--- src/common/tlp_pkg.sv ---
/* TLP beat layout shared by the TX pipeline and its testbench.
   Import it wherever headers are decoded or commit beats are built */
package tlp_pkg;

    // One stream beat carries 64 bits of header or payload
    localparam int TLP_DATA_W = 64;
    localparam int TLP_OP_W = 8;
    localparam int TLP_TAG_W = 8;

    // Opcode sits in the top byte of the first beat of every packet
    localparam int HDR_OP_MSB = 63;
    localparam int HDR_OP_LSB = 56;

    // Tag follows the opcode and is echoed back in the commit
    localparam int HDR_TAG_MSB = 55;
    localparam int HDR_TAG_LSB = 48;

    // The remaining header bits hold the address
    localparam int HDR_ADDR_MSB = 47;
    localparam int HDR_ADDR_LSB = 0;

    typedef enum logic [TLP_OP_W-1:0]
    {
        OP_MEM_RD = 8'h00,
        OP_MEM_WR = 8'h40,
        OP_CPL    = 8'h4a,
        OP_COMMIT = 8'hf0
    } tlp_op_e;

    // Builds the single-beat local commit that answers a write header
    function automatic logic [TLP_DATA_W-1:0] commit_beat(input logic [TLP_TAG_W-1:0] tag);
        logic [TLP_DATA_W-1:0] beat;
        beat = '0;
        beat[HDR_OP_MSB:HDR_OP_LSB] = OP_COMMIT;
        beat[HDR_TAG_MSB:HDR_TAG_LSB] = tag;
        // A commit has no address, so the field is left at zero
        beat[HDR_ADDR_MSB:HDR_ADDR_LSB] = '0;
        return beat;
    endfunction

endpackage

--- src/common/emul_cfg_pkg.sv ---
/* Sizing constants and FSM encodings of the emulated PCIe TX port */
package emul_cfg_pkg;

    // Arbiter is either at a packet boundary or locked onto one input
    typedef enum logic [1:0]
    {
        ARB_IDLE,
        ARB_HOLD_A,
        ARB_HOLD_B
    } arb_state_e;

    // Number of commit beats that may wait for the RX B port
    localparam int COMMIT_FIFO_DEPTH = 4;

    // Occupancy count must reach COMMIT_FIFO_DEPTH itself
    localparam int COMMIT_CNT_W = 3;

    // Read and write pointers wrap naturally over the depth
    localparam int COMMIT_PTR_W = 2;

endpackage

--- src/local_commit/commit_fifo.sv ---
/* Circular queue of write tags waiting to leave as commit beats.
   The head entry is presented as a one-beat OP_COMMIT packet */
module commit_fifo
(
    input  logic                            afu_csr_axi_lite_if,
    input  logic                            rst,

    input  logic                            push,
    input  logic [tlp_pkg::TLP_TAG_W-1:0]   push_tag,
    output logic                            full,

    output logic                            commit_valid,
    input  logic                            commit_ready,
    output logic [tlp_pkg::TLP_DATA_W-1:0]  commit_data,
    output logic                            commit_last
);
    import tlp_pkg::*;
    import emul_cfg_pkg::*;

    // Only the tag is stored since the rest of a commit is constant
    logic [TLP_TAG_W-1:0] tag_mem [COMMIT_FIFO_DEPTH];
    logic [COMMIT_PTR_W-1:0] wr_ptr;
    logic [COMMIT_PTR_W-1:0] rd_ptr;
    logic [COMMIT_CNT_W-1:0] count;
    logic pop;

    assign full = (count == COMMIT_CNT_W'(COMMIT_FIFO_DEPTH));
    assign commit_valid = (count != '0);
    assign pop = commit_valid && commit_ready;

    // Head tag expands into the full commit beat
    assign commit_data = commit_beat(tag_mem[rd_ptr]);
    assign commit_last = 1'b1;

    always_ff @(posedge afu_csr_axi_lite_if)
    begin
        if (push)
            tag_mem[wr_ptr] <= push_tag;
    end

    always_ff @(posedge afu_csr_axi_lite_if)
    begin
        if (rst)
        begin
            wr_ptr <= '0;
            rd_ptr <= '0;
            count <= '0;
        end
        else
        begin
            // Pointers wrap on their own at the power-of-two depth
            if (push)
                wr_ptr <= wr_ptr + 1'b1;
            if (pop)
                rd_ptr <= rd_ptr + 1'b1;
            count <= count + COMMIT_CNT_W'(push) - COMMIT_CNT_W'(pop);
        end
    end

    a_cnt_max: assert property (@(posedge afu_csr_axi_lite_if) disable iff (rst)
        count <= COMMIT_CNT_W'(COMMIT_FIFO_DEPTH));

endmodule

--- src/local_commit/local_commit.sv ---
/* Passes the merged TX stream on to the host port and queues one commit
   beat on the RX B commit port for every memory-write packet */
module local_commit
(
    input  logic                            afu_csr_axi_lite_if,
    input  logic                            rst,

    input  logic                            arb_valid,
    output logic                            arb_ready,
    input  logic [tlp_pkg::TLP_DATA_W-1:0]  arb_data,
    input  logic                            arb_last,

    output logic                            host_tx_valid,
    input  logic                            host_tx_ready,
    output logic [tlp_pkg::TLP_DATA_W-1:0]  host_tx_data,
    output logic                            host_tx_last,

    output logic                            commit_valid,
    input  logic                            commit_ready,
    output logic [tlp_pkg::TLP_DATA_W-1:0]  commit_data,
    output logic                            commit_last
);
    import tlp_pkg::*;

    // High while the next beat on arb starts a new packet
    logic first_beat;
    tlp_op_e hdr_op;
    logic is_wr_hdr;
    logic host_can_load;
    logic take;
    logic push;
    logic [TLP_TAG_W-1:0] push_tag;
    logic fifo_full;

    // Header fields are only meaningful on the first beat
    assign hdr_op = tlp_op_e'(arb_data[HDR_OP_MSB:HDR_OP_LSB]);
    assign push_tag = arb_data[HDR_TAG_MSB:HDR_TAG_LSB];
    assign is_wr_hdr = first_beat && (hdr_op == OP_MEM_WR);

    // Host register refills in the same cycle it drains
    assign host_can_load = !host_tx_valid || host_tx_ready;

    // A write header waits for FIFO space; payload beats never do
    assign arb_ready = host_can_load && !(is_wr_hdr && fifo_full);
    assign take = arb_valid && arb_ready;
    assign push = take && is_wr_hdr;

    always_ff @(posedge afu_csr_axi_lite_if)
    begin
        if (rst)
            first_beat <= 1'b1;
        else if (take)
            first_beat <= arb_last;
    end

    always_ff @(posedge afu_csr_axi_lite_if)
    begin
        if (rst)
            host_tx_valid <= 1'b0;
        else if (take)
            host_tx_valid <= 1'b1;
        else if (host_tx_ready)
            host_tx_valid <= 1'b0;
    end

    always_ff @(posedge afu_csr_axi_lite_if)
    begin
        if (take)
        begin
            host_tx_data <= arb_data;
            host_tx_last <= arb_last;
        end
    end

    // Commits leave in write-header order through a small queue
    commit_fifo u_commit_fifo
    (
        .afu_csr_axi_lite_if (afu_csr_axi_lite_if),
        .rst                 (rst),
        .push                (push),
        .push_tag            (push_tag),
        .full                (fifo_full),
        .commit_valid        (commit_valid),
        .commit_ready        (commit_ready),
        .commit_data         (commit_data),
        .commit_last         (commit_last)
    );

    // The header stall must keep every push inside the FIFO capacity
    a_no_push_full: assert property (@(posedge afu_csr_axi_lite_if) disable iff (rst)
        push |-> !fifo_full);

endmodule

--- src/logic/tx_ab_arbiter.sv ---
/* Merges the TX A and TX B TLP streams into one registered stream.
   Packets are never interleaved and inputs alternate at packet boundaries */
module tx_ab_arbiter
(
    input  logic                            afu_csr_axi_lite_if,
    input  logic                            rst,

    input  logic                            tx_a_valid,
    output logic                            tx_a_ready,
    input  logic [tlp_pkg::TLP_DATA_W-1:0]  tx_a_data,
    input  logic                            tx_a_last,

    input  logic                            tx_b_valid,
    output logic                            tx_b_ready,
    input  logic [tlp_pkg::TLP_DATA_W-1:0]  tx_b_data,
    input  logic                            tx_b_last,

    output logic                            arb_valid,
    input  logic                            arb_ready,
    output logic [tlp_pkg::TLP_DATA_W-1:0]  arb_data,
    output logic                            arb_last
);
    import emul_cfg_pkg::*;

    arb_state_e state;
    // Set when B won the most recent boundary, so A goes first after reset
    logic b_won_last;
    logic out_ready;
    logic sel_a;
    logic sel_b;
    logic take_a;
    logic take_b;

    // Output register can take a beat when empty or draining this cycle
    assign out_ready = !arb_valid || arb_ready;

    // At a boundary the input that lost last time wins a tie
    always_comb
    begin
        sel_a = 1'b0;
        sel_b = 1'b0;
        case (state)
            ARB_HOLD_A: sel_a = 1'b1;
            ARB_HOLD_B: sel_b = 1'b1;
            default:
            begin
                sel_a = tx_a_valid && (!tx_b_valid || b_won_last);
                sel_b = tx_b_valid && !sel_a;
            end
        endcase
    end

    assign tx_a_ready = out_ready && sel_a;
    assign tx_b_ready = out_ready && sel_b;
    assign take_a = tx_a_valid && tx_a_ready;
    assign take_b = tx_b_valid && tx_b_ready;

    // Lock onto the winner until its last beat is accepted
    always_ff @(posedge afu_csr_axi_lite_if)
    begin
        if (rst)
        begin
            state <= ARB_IDLE;
            b_won_last <= 1'b1;
        end
        else if (take_a)
        begin
            state <= tx_a_last ? ARB_IDLE : ARB_HOLD_A;
            b_won_last <= 1'b0;
        end
        else if (take_b)
        begin
            state <= tx_b_last ? ARB_IDLE : ARB_HOLD_B;
            b_won_last <= 1'b1;
        end
    end

    always_ff @(posedge afu_csr_axi_lite_if)
    begin
        if (rst)
            arb_valid <= 1'b0;
        else if (take_a || take_b)
            arb_valid <= 1'b1;
        else if (arb_ready)
            arb_valid <= 1'b0;
    end

    // Payload is loaded only on a transfer and needs no reset
    always_ff @(posedge afu_csr_axi_lite_if)
    begin
        if (take_a || take_b)
        begin
            arb_data <= sel_a ? tx_a_data : tx_b_data;
            arb_last <= sel_a ? tx_a_last : tx_b_last;
        end
    end

    // A stalled output beat must stay offered
    a_arb_hold: assert property (@(posedge afu_csr_axi_lite_if) disable iff (rst)
        arb_valid && !arb_ready |=> arb_valid);

    // The locked input excludes the other one for the whole packet
    a_lock_excl: assert property (@(posedge afu_csr_axi_lite_if) disable iff (rst)
        (state == ARB_HOLD_A |-> !tx_b_ready) and (state == ARB_HOLD_B |-> !tx_a_ready));

endmodule

--- src/logic/pcie_ss_tx_top.sv ---
/* TX side of one emulated PCIe SS port. TX A and TX B are merged,
   then sent to the host port while writes raise commits on RX B */
module pcie_ss_tx_top
(
    input  logic                            afu_csr_axi_lite_if,
    input  logic                            rst,

    input  logic                            tx_a_valid,
    output logic                            tx_a_ready,
    input  logic [tlp_pkg::TLP_DATA_W-1:0]  tx_a_data,
    input  logic                            tx_a_last,

    input  logic                            tx_b_valid,
    output logic                            tx_b_ready,
    input  logic [tlp_pkg::TLP_DATA_W-1:0]  tx_b_data,
    input  logic                            tx_b_last,

    output logic                            host_tx_valid,
    input  logic                            host_tx_ready,
    output logic [tlp_pkg::TLP_DATA_W-1:0]  host_tx_data,
    output logic                            host_tx_last,

    output logic                            commit_valid,
    input  logic                            commit_ready,
    output logic [tlp_pkg::TLP_DATA_W-1:0]  commit_data,
    output logic                            commit_last
);
    import tlp_pkg::*;

    // Merged stream between the two pipeline stages
    logic                   arb_valid;
    logic                   arb_ready;
    logic [TLP_DATA_W-1:0]  arb_data;
    logic                   arb_last;

    // First stage picks one input per packet
    tx_ab_arbiter u_tx_ab_arbiter
    (
        .afu_csr_axi_lite_if (afu_csr_axi_lite_if),
        .rst                 (rst),
        .tx_a_valid          (tx_a_valid),
        .tx_a_ready          (tx_a_ready),
        .tx_a_data           (tx_a_data),
        .tx_a_last           (tx_a_last),
        .tx_b_valid          (tx_b_valid),
        .tx_b_ready          (tx_b_ready),
        .tx_b_data           (tx_b_data),
        .tx_b_last           (tx_b_last),
        .arb_valid           (arb_valid),
        .arb_ready           (arb_ready),
        .arb_data            (arb_data),
        .arb_last            (arb_last)
    );

    // Second stage adds one cycle and generates the write commits
    local_commit u_local_commit
    (
        .afu_csr_axi_lite_if (afu_csr_axi_lite_if),
        .rst                 (rst),
        .arb_valid           (arb_valid),
        .arb_ready           (arb_ready),
        .arb_data            (arb_data),
        .arb_last            (arb_last),
        .host_tx_valid       (host_tx_valid),
        .host_tx_ready       (host_tx_ready),
        .host_tx_data        (host_tx_data),
        .host_tx_last        (host_tx_last),
        .commit_valid        (commit_valid),
        .commit_ready        (commit_ready),
        .commit_data         (commit_data),
        .commit_last         (commit_last)
    );

endmodule

--- config.mk ---
export PLATFORM = sky130hd
export DESIGN_NAME = pcie_ss_tx_top
export DESIGN_NICKNAME = d
export VERILOG_FILES = /design/src/common/tlp_pkg.sv /design/src/common/emul_cfg_pkg.sv /design/src/local_commit/commit_fifo.sv /design/src/local_commit/local_commit.sv /design/src/logic/tx_ab_arbiter.sv /design/src/logic/pcie_ss_tx_top.sv
export SDC_FILE = /design/constraint.sdc
export NUM_CORES = 1
export LEC_CHECK = 0
export BUFFER_PORTS_ARGS = -buffer_cell sky130_fd_sc_hd__buf_4
export CORE_UTILIZATION = 49
export CTS_CLUSTER_DIAMETER = 120
export DETAILED_ROUTE_END_ITERATION = 10
export GPL_ROUTABILITY_DRIVEN = 0
export PLACE_DENSITY = 0.84
export SYNTH_ARGS = -nofsm -noshare
export SYNTH_HDL_FRONTEND = slang
export SYNTH_HIERARCHICAL = 1
export SYNTH_SLANG_ARGS = --single-unit
--- constraint.sdc ---
create_clock -name afu_csr_axi_lite_if -period 5.23 [get_ports afu_csr_axi_lite_if]
set_input_delay 1.3075 -clock afu_csr_axi_lite_if [delete_from_list [all_inputs] [get_ports afu_csr_axi_lite_if]]
set_output_delay 1.3075 -clock afu_csr_axi_lite_if [all_outputs]
set_load 0.02 [all_outputs]
# After elaboration in Yosys (flattened, before gate mapping)
# Memories as Yosys holds them, arrays and structs flattened. A register that Yosys moved wholly into a read port is not among the register bits.
# Index checks and enable logic that the tools add are counted.
[word_totals] register_bits=143 latch_bits=0 mem_bits_rw=32 mem_bits_ro=0 input_bits=136 word_cells=64 n_memories=1
[op_classes] addsub=4 mul=0 div=0 magnitude_cmp=0 eq_ne=4 shift=0 muxes=18 bitwise_logic=0 n_reduce_logical=25
[memory_table] memory="u_local_commit.u_commit_fifo.tag_mem" depth=4 width=8 rd=1 rd_ports_with_merged_regs=1 write_ports=1 line="commit_fifo.sv:21" rtl="logic [TLP_TAG_W-1:0] tag_mem [COMMIT_FIFO_DEPTH];"
[op_table] cell="$mux 64" n=1
[op_table] cell="$logic_and 1x1->1" n=12
[op_table] cell="$mux 1" n=10
[op_table] cell="$mux 2" n=5
[op_table] cell="$eq 8x7->1 const B" n=1
[op_table] cell="$reduce_bool 2->1" n=3
[op_table] cell="$logic_not 1->1" n=5
[op_table] cell="$add 2x1->2 const B" n=2
[op_table] cell="$logic_or 1x1->1" n=4
[op_table] cell="$pmux 1 s2" n=2
[op_table] cell="$add 3x1->3" n=1
[op_table] cell="$eq 3x3->1 const B" n=1
[op_table] cell="$reduce_bool 3->1" n=1
[op_table] cell="$sub 3x1->3" n=1
[op_table] cell="$eq 2x1->1 const B" n=1
[op_table] cell="$eq 2x2->1 const B" n=1

# Depth between registers and ports, before layout
[logic_depth] word_depth=10 ltp_mapped=9

# By module
# The synthesis kept the hierarchy.
[modules_own_cells] mod="tx_ab_arbiter" n_inst=1 cells_each=169 area_each_um2=3017.9 seq_area_each_um2=2031.9
[modules_own_cells] mod="local_commit" n_inst=1 cells_each=85 area_each_um2=2110.8 seq_area_each_um2=1991.9
[modules_own_cells] mod="commit_fifo" n_inst=1 cells_each=147 area_each_um2=2062.0 seq_area_each_um2=1141.1

# Worst setup path before layout
# OpenSTA, ideal clock, no wires.
[synth_timing] path_kind="input to register" from="input host_tx_ready" to="register u_local_commit/host_tx_data[0] (netlist bit) (enable)" t_arrival_ps=4249 path_slack_ps=492 cell_stages=3 path_buffers=0 cell_sequence="nand2b_1 > nand2_1 > nor2_1"
[synth_via] elab_chain_len=3
[synth_rtl] element="start: declaration" line="pcie_ss_tx_top.sv:19" rtl="input logic host_tx_ready,"
[synth_rtl] element="$logic_or 1x1->1" line="local_commit.sv:41" rtl="assign host_can_load = !host_tx_valid || host_tx_ready;"
[synth_rtl] element="$logic_and 1x1->1" line="local_commit.sv:44" rtl="assign arb_ready = host_can_load && !(is_wr_hdr && fifo_full);"
[synth_rtl] element="$logic_and 1x1->1" line="local_commit.sv:45" rtl="assign take = arb_valid && arb_ready;"
[synth_rtl] element="named net u_local_commit.take" line="local_commit.sv:30" rtl="logic take;"
[synth_rtl] element="end signal: assignment" line="local_commit.sv:70" rtl="host_tx_data <= arb_data;"
[synth_rtl] element="end: declaration" line="local_commit.sv:15" rtl="output logic [tlp_pkg::TLP_DATA_W-1:0] host_tx_data,"
# The timed path passes the listed nets, and every way through them passes these cells.
# A chain may end at the register's enable or synchronous reset.

# Worst setup path in the final report
[layout_timing] from="register u_tx_ab_arbiter/arb_data[61] (netlist bit)" to="output tx_a_ready"
[layout_via] elab_chain_len=7
[layout_rtl] element="start: declaration" line="tx_ab_arbiter.sv:20" rtl="output logic [tlp_pkg::TLP_DATA_W-1:0] arb_data,"
[layout_rtl] element="start signal: assignment" line="tx_ab_arbiter.sv:93" rtl="arb_data <= sel_a ? tx_a_data : tx_b_data;"
[layout_rtl] element="$eq 8x7->1" line="local_commit.sv:38" rtl="assign is_wr_hdr = first_beat && (hdr_op == OP_MEM_WR);"
[layout_rtl] element="$logic_and 1x1->1" line="local_commit.sv:38"
[layout_rtl] element="$logic_and 1x1->1" line="local_commit.sv:44"
[layout_rtl] element="$logic_not 1->1" line="local_commit.sv:44"
[layout_rtl] element="$logic_and 1x1->1" line="local_commit.sv:44"
[layout_rtl] element="named net arb_ready" line="pcie_ss_tx_top.sv:32" rtl="logic arb_ready;"
[layout_rtl] element="$logic_or 1x1->1" line="tx_ab_arbiter.sv:35" rtl="assign out_ready = !arb_valid || arb_ready;"
[layout_rtl] element="$logic_and 1x1->1" line="tx_ab_arbiter.sv:53" rtl="assign tx_a_ready = out_ready && sel_a;"
[layout_rtl] element="end: declaration" line="pcie_ss_tx_top.sv:9" rtl="output logic tx_a_ready,"
# The timed path passes the listed nets, and every way through them passes these cells.

==> summary.txt <==
Final layout
  – Net total in the final layout: 767
  – Area of combinational cells with multiple inputs: 1725 um^2
  – Share of layout cells above drive strength 1: 0.5181
  – Filler Cells Inserted: 979
  – Inserted Diodes: 0
  – Area delta synth->final: 30.83%
  – Sequential cell area: 5165 um^2

Logic synthesis
  – Register area share after synthesis: 0.7183
  – Most used DFF post-synth: edfxtp_1
  – Asr flop ratio synth: 0
  – Syn. warnings: 6
  – Total of flip-flops plus latches after synthesis: 177
  – Cell count after synthesis: 401
  – Mean instance size in the synthesized netlist: 17.93 um^2
  – EDFF count, synth: 162
  – Cell area after synthesis: 7191 um^2
  – Post-synthesis cell type count: 44

Run
  – Max-cap violations: 0

Critical path
  – Number of buffer and inverter instances along the worst setup path: 1
  – Critical-path cell list: nor4b_1 > and4_4 > nor2_1 > nand2b_1 > and2_1 > buf_4
  – Slowest stage delay, CP: 0.47 ns
  – Sort of element at the start of the critical path: flop
  – Cell family contributing the most delay on the critical path: simple AND/OR/NAND/NOR gates
  – Type of the setup path with the least slack: reg -> out
  – CP Data Arrival Time: 2.28 ns
  – Max FO, Critical Path: 7
  – Cell at the slowest stage of the critical path: nor4b_1
  – Required time at the worst-slack endpoint: 3.92 ns
  – Worst-case register-to-register setup slack: 2.49 ns
  – Setup crit end kind: output port

Hold path
  – Worst Hold Class: reg -> reg

STA
  – Setup skew after layout: 0.01234 ns
  – Max-slew headroom: 0.3327
  – Final total negative setup slack: 0 ns
  – Final Hold Vio Count: 0
  – Unrepaired setup endpoints after global routing: false
  – Max-slew violation total from the final report: 0
  – Finish-stage setup viols: 0
  – Min cycle time layout: 3.590 ns
  – Highest Clock Rate: 0.2785 GHz
  – Slew at the pin with the worst max-slew slack: 1.001 ns
  – Final Cycle Share: 0.6865

Power
  – Maximum vdd drop: 0.2125 mV
  – Pwr/cell area: 408.9 nW/um^2
  – Post-layout power: 3.847 mW
  – LEAKAGE: 3.737 nW

CTS
  – # hold bufs at CTS: 0
  – Clk Tree Root Cell: clkbuf_16
  – Clock tree from TritonCTS: built
  – Clock transition at the register clock pins on the worst setup and hold paths after CTS: 0.06 ns
  – Clock latency at the later pin of the worst-skew pair: 0.43 ns
  – Clock sinks: 177
  – Resize count post-CTS: 0
  – Total CTS buffers: 17
  – CTS HTree Levels: 4
  – Setup fix buffers added after clock tree synthesis: 0
  – Longest Clk Path Bufs: 2

Global routing
  – Pin count of the biggest net entering global routing: 68
  – Initial antenna violation count: 0
  – Vias in the first global route: 4022
  – Grt ovf: 0
  – Global-route usage over all layers: 0.1920
  – Global-route wire length before repair: 20740 um

Drt
  – Antenna-violating nets left: 0
  – Routed length per instance: 17.57 um
  – WL final: 14320 um
  – Vias: 4052
  – Remaining design rule violation count: 0
  – Per-cell via count in the routed design: 4.972
  – Drt first-iter violations: 293
  – Number of iterations in the first detailed-routing pass: 4

Floorplan
  – Die area: 15160 um^2
  – Number of core rows: 43
  – Top Ports: 270
  – Die Wd: 123.1 um
  – Starting density of the core: 0.5101
  – Core region area: 14100 um^2
  – Height of the die: 123.1 um

Placed design
  – Number of buffers added on ports: 212
  – HPWL reported at the end of detailed placement: 10140 um

Run status
  – Outcome: finished clean
final cells by class:
type | instances | share of cell area
inverter | 10 | 0.003990
multi-input combinational | 201 | 0.1834
sequential | 177 | 0.5490
tap | 180 | 0.02394
clock inverter | 7 | 0.005187
clock buffer | 25 | 0.06291
timing repair buffer | 215 | 0.1716
flip-flops by register name (all words and copies together), names as in the netlist, named ones only:
register,count
u_tx_ab_arbiter/arb_last,1
u_local_commit/host_tx_last,1
u_local_commit/u_commit_fifo/count,3
u_local_commit/host_tx_valid,1
u_tx_ab_arbiter/arb_valid,1
u_local_commit/first_beat,1
u_local_commit/u_commit_fifo/wr_ptr,2
u_tx_ab_arbiter/arb_data,64
u_local_commit/host_tx_data,64
u_tx_ab_arbiter/state,2
u_tx_ab_arbiter/b_won_last,1
u_local_commit/u_commit_fifo/rd_ptr,2
u_local_commit/u_commit_fifo/tag_mem,32
worst reg2reg max path, cell delays in order (launching register included):
cell	delay, ns
dfxtp_1	0.39
inv_1	0.09
and3_1	0.18
and4_4	0.18
nor2_1	0.07
nand2b_1	0.27
o2111a_1	0.34
a31o_4	0.78
report_power, final:
group / internal, mW / switching [mW] / leakage, nW
combinational: 0.324 / 0.359 / 1.77
sequential: 1.77 / 0.0842 / 1.64
clock: 0.792 / 0.516 / 0.323
total: 2.89 / 0.959 / 3.74
synthesized netlist by cell type, types with 3 or more instances:
master,number,area share
ha_1,8,0.014
buf_2,7,0.0049
mux4_2,8,0.025
mux2_2,66,0.10
buf_4,57,0.060
inv_1,10,0.0052
nand2_1,4,0.0021
nand2b_1,4,0.0035
nor2b_1,6,0.0052
dfxtp_1,15,0.042
nand3_1,3,0.0021
and2_1,5,0.0044
edfxtp_1,162,0.68
nor2_1,10,0.0052
and3_1,3,0.0026
routing by layer:
metal  GRT usage  wire [um]  part of all wire  vias to the layer above
li1            -          -                 -                     1843
met1      0.2086       5166              0.36                     1966
met2      0.3286       7515              0.52                      211
met3     0.06319       1194             0.083                       32
met4      0.1092        441             0.031                        0
met5           0          0                 0                        -
cells in the final DEF, fill, tap and decap left out, types with 2 or more instances in the layout:
master / n
buf_4: 215
edfxtp_1: 162
mux2_2: 66
conb_1: 57
clkbuf_16: 22
dfxtp_1: 15
inv_1: 10
nor2_1: 9
mux4_2: 8
ha_1: 8
nor2b_1: 6
and2_1: 5
nand2b_1: 4
nand2_1: 4
clkbuf_8: 3
and3_1: 3
nand3_1: 3
inv_6: 2
inv_4: 2
clkinv_2: 2
a21boi_0: 2
mux2_1: 2
cell families (layout without fill, tap and decap cells):
logic type | after synthesis | in the layout | share of synthesized area
AO/OA/AOI/OAI | 13 | 13 | 0.01792
XOR/XNOR | 2 | 2 | 0.004524
adder cells (fa/ha/maj) | 9 | 9 | 0.01671
buffers and inverters | 78 | 257 | 0.07378
flip-flops | 177 | 177 | 0.7183
multiplexers | 77 | 77 | 0.1329
other | 2 | 57 | 0.001044
AND/OR/NAND/NOR | 43 | 43 | 0.03480
per-stage QoR:
step	utilization	cell area (um^2)	setup WS [ns]	hold WS, ns	instances
floorplan	-	7397	0.4920	0.4003	456
global placement	0.6220	8767	1.717	0.4001	783
detailed placement	0.6220	8767	1.668	0.4045	783
CTS	0.6674	9408	1.619	0.4202	815
global route	0.6674	9408	1.481	0.4229	815
finish	0.6674	9408	1.640	0.4181	815
path summary, 6_finish.rpt:
check                               endpoint  cells past startpoint                                  start
max reg2reg     u_tx_ab_arbiter/arb_data[40]                      7  u_local_commit/u_commit_fifo/count[1]
min          u_local_commit/host_tx_data[31]                      0           u_tx_ab_arbiter/arb_data[31]
min reg2reg  u_local_commit/host_tx_data[31]                      0           u_tx_ab_arbiter/arb_data[31]
max                               tx_a_ready                      6           u_tx_ab_arbiter/arb_data[61]
No activity file was read; power rests on OpenSTA's default activity.
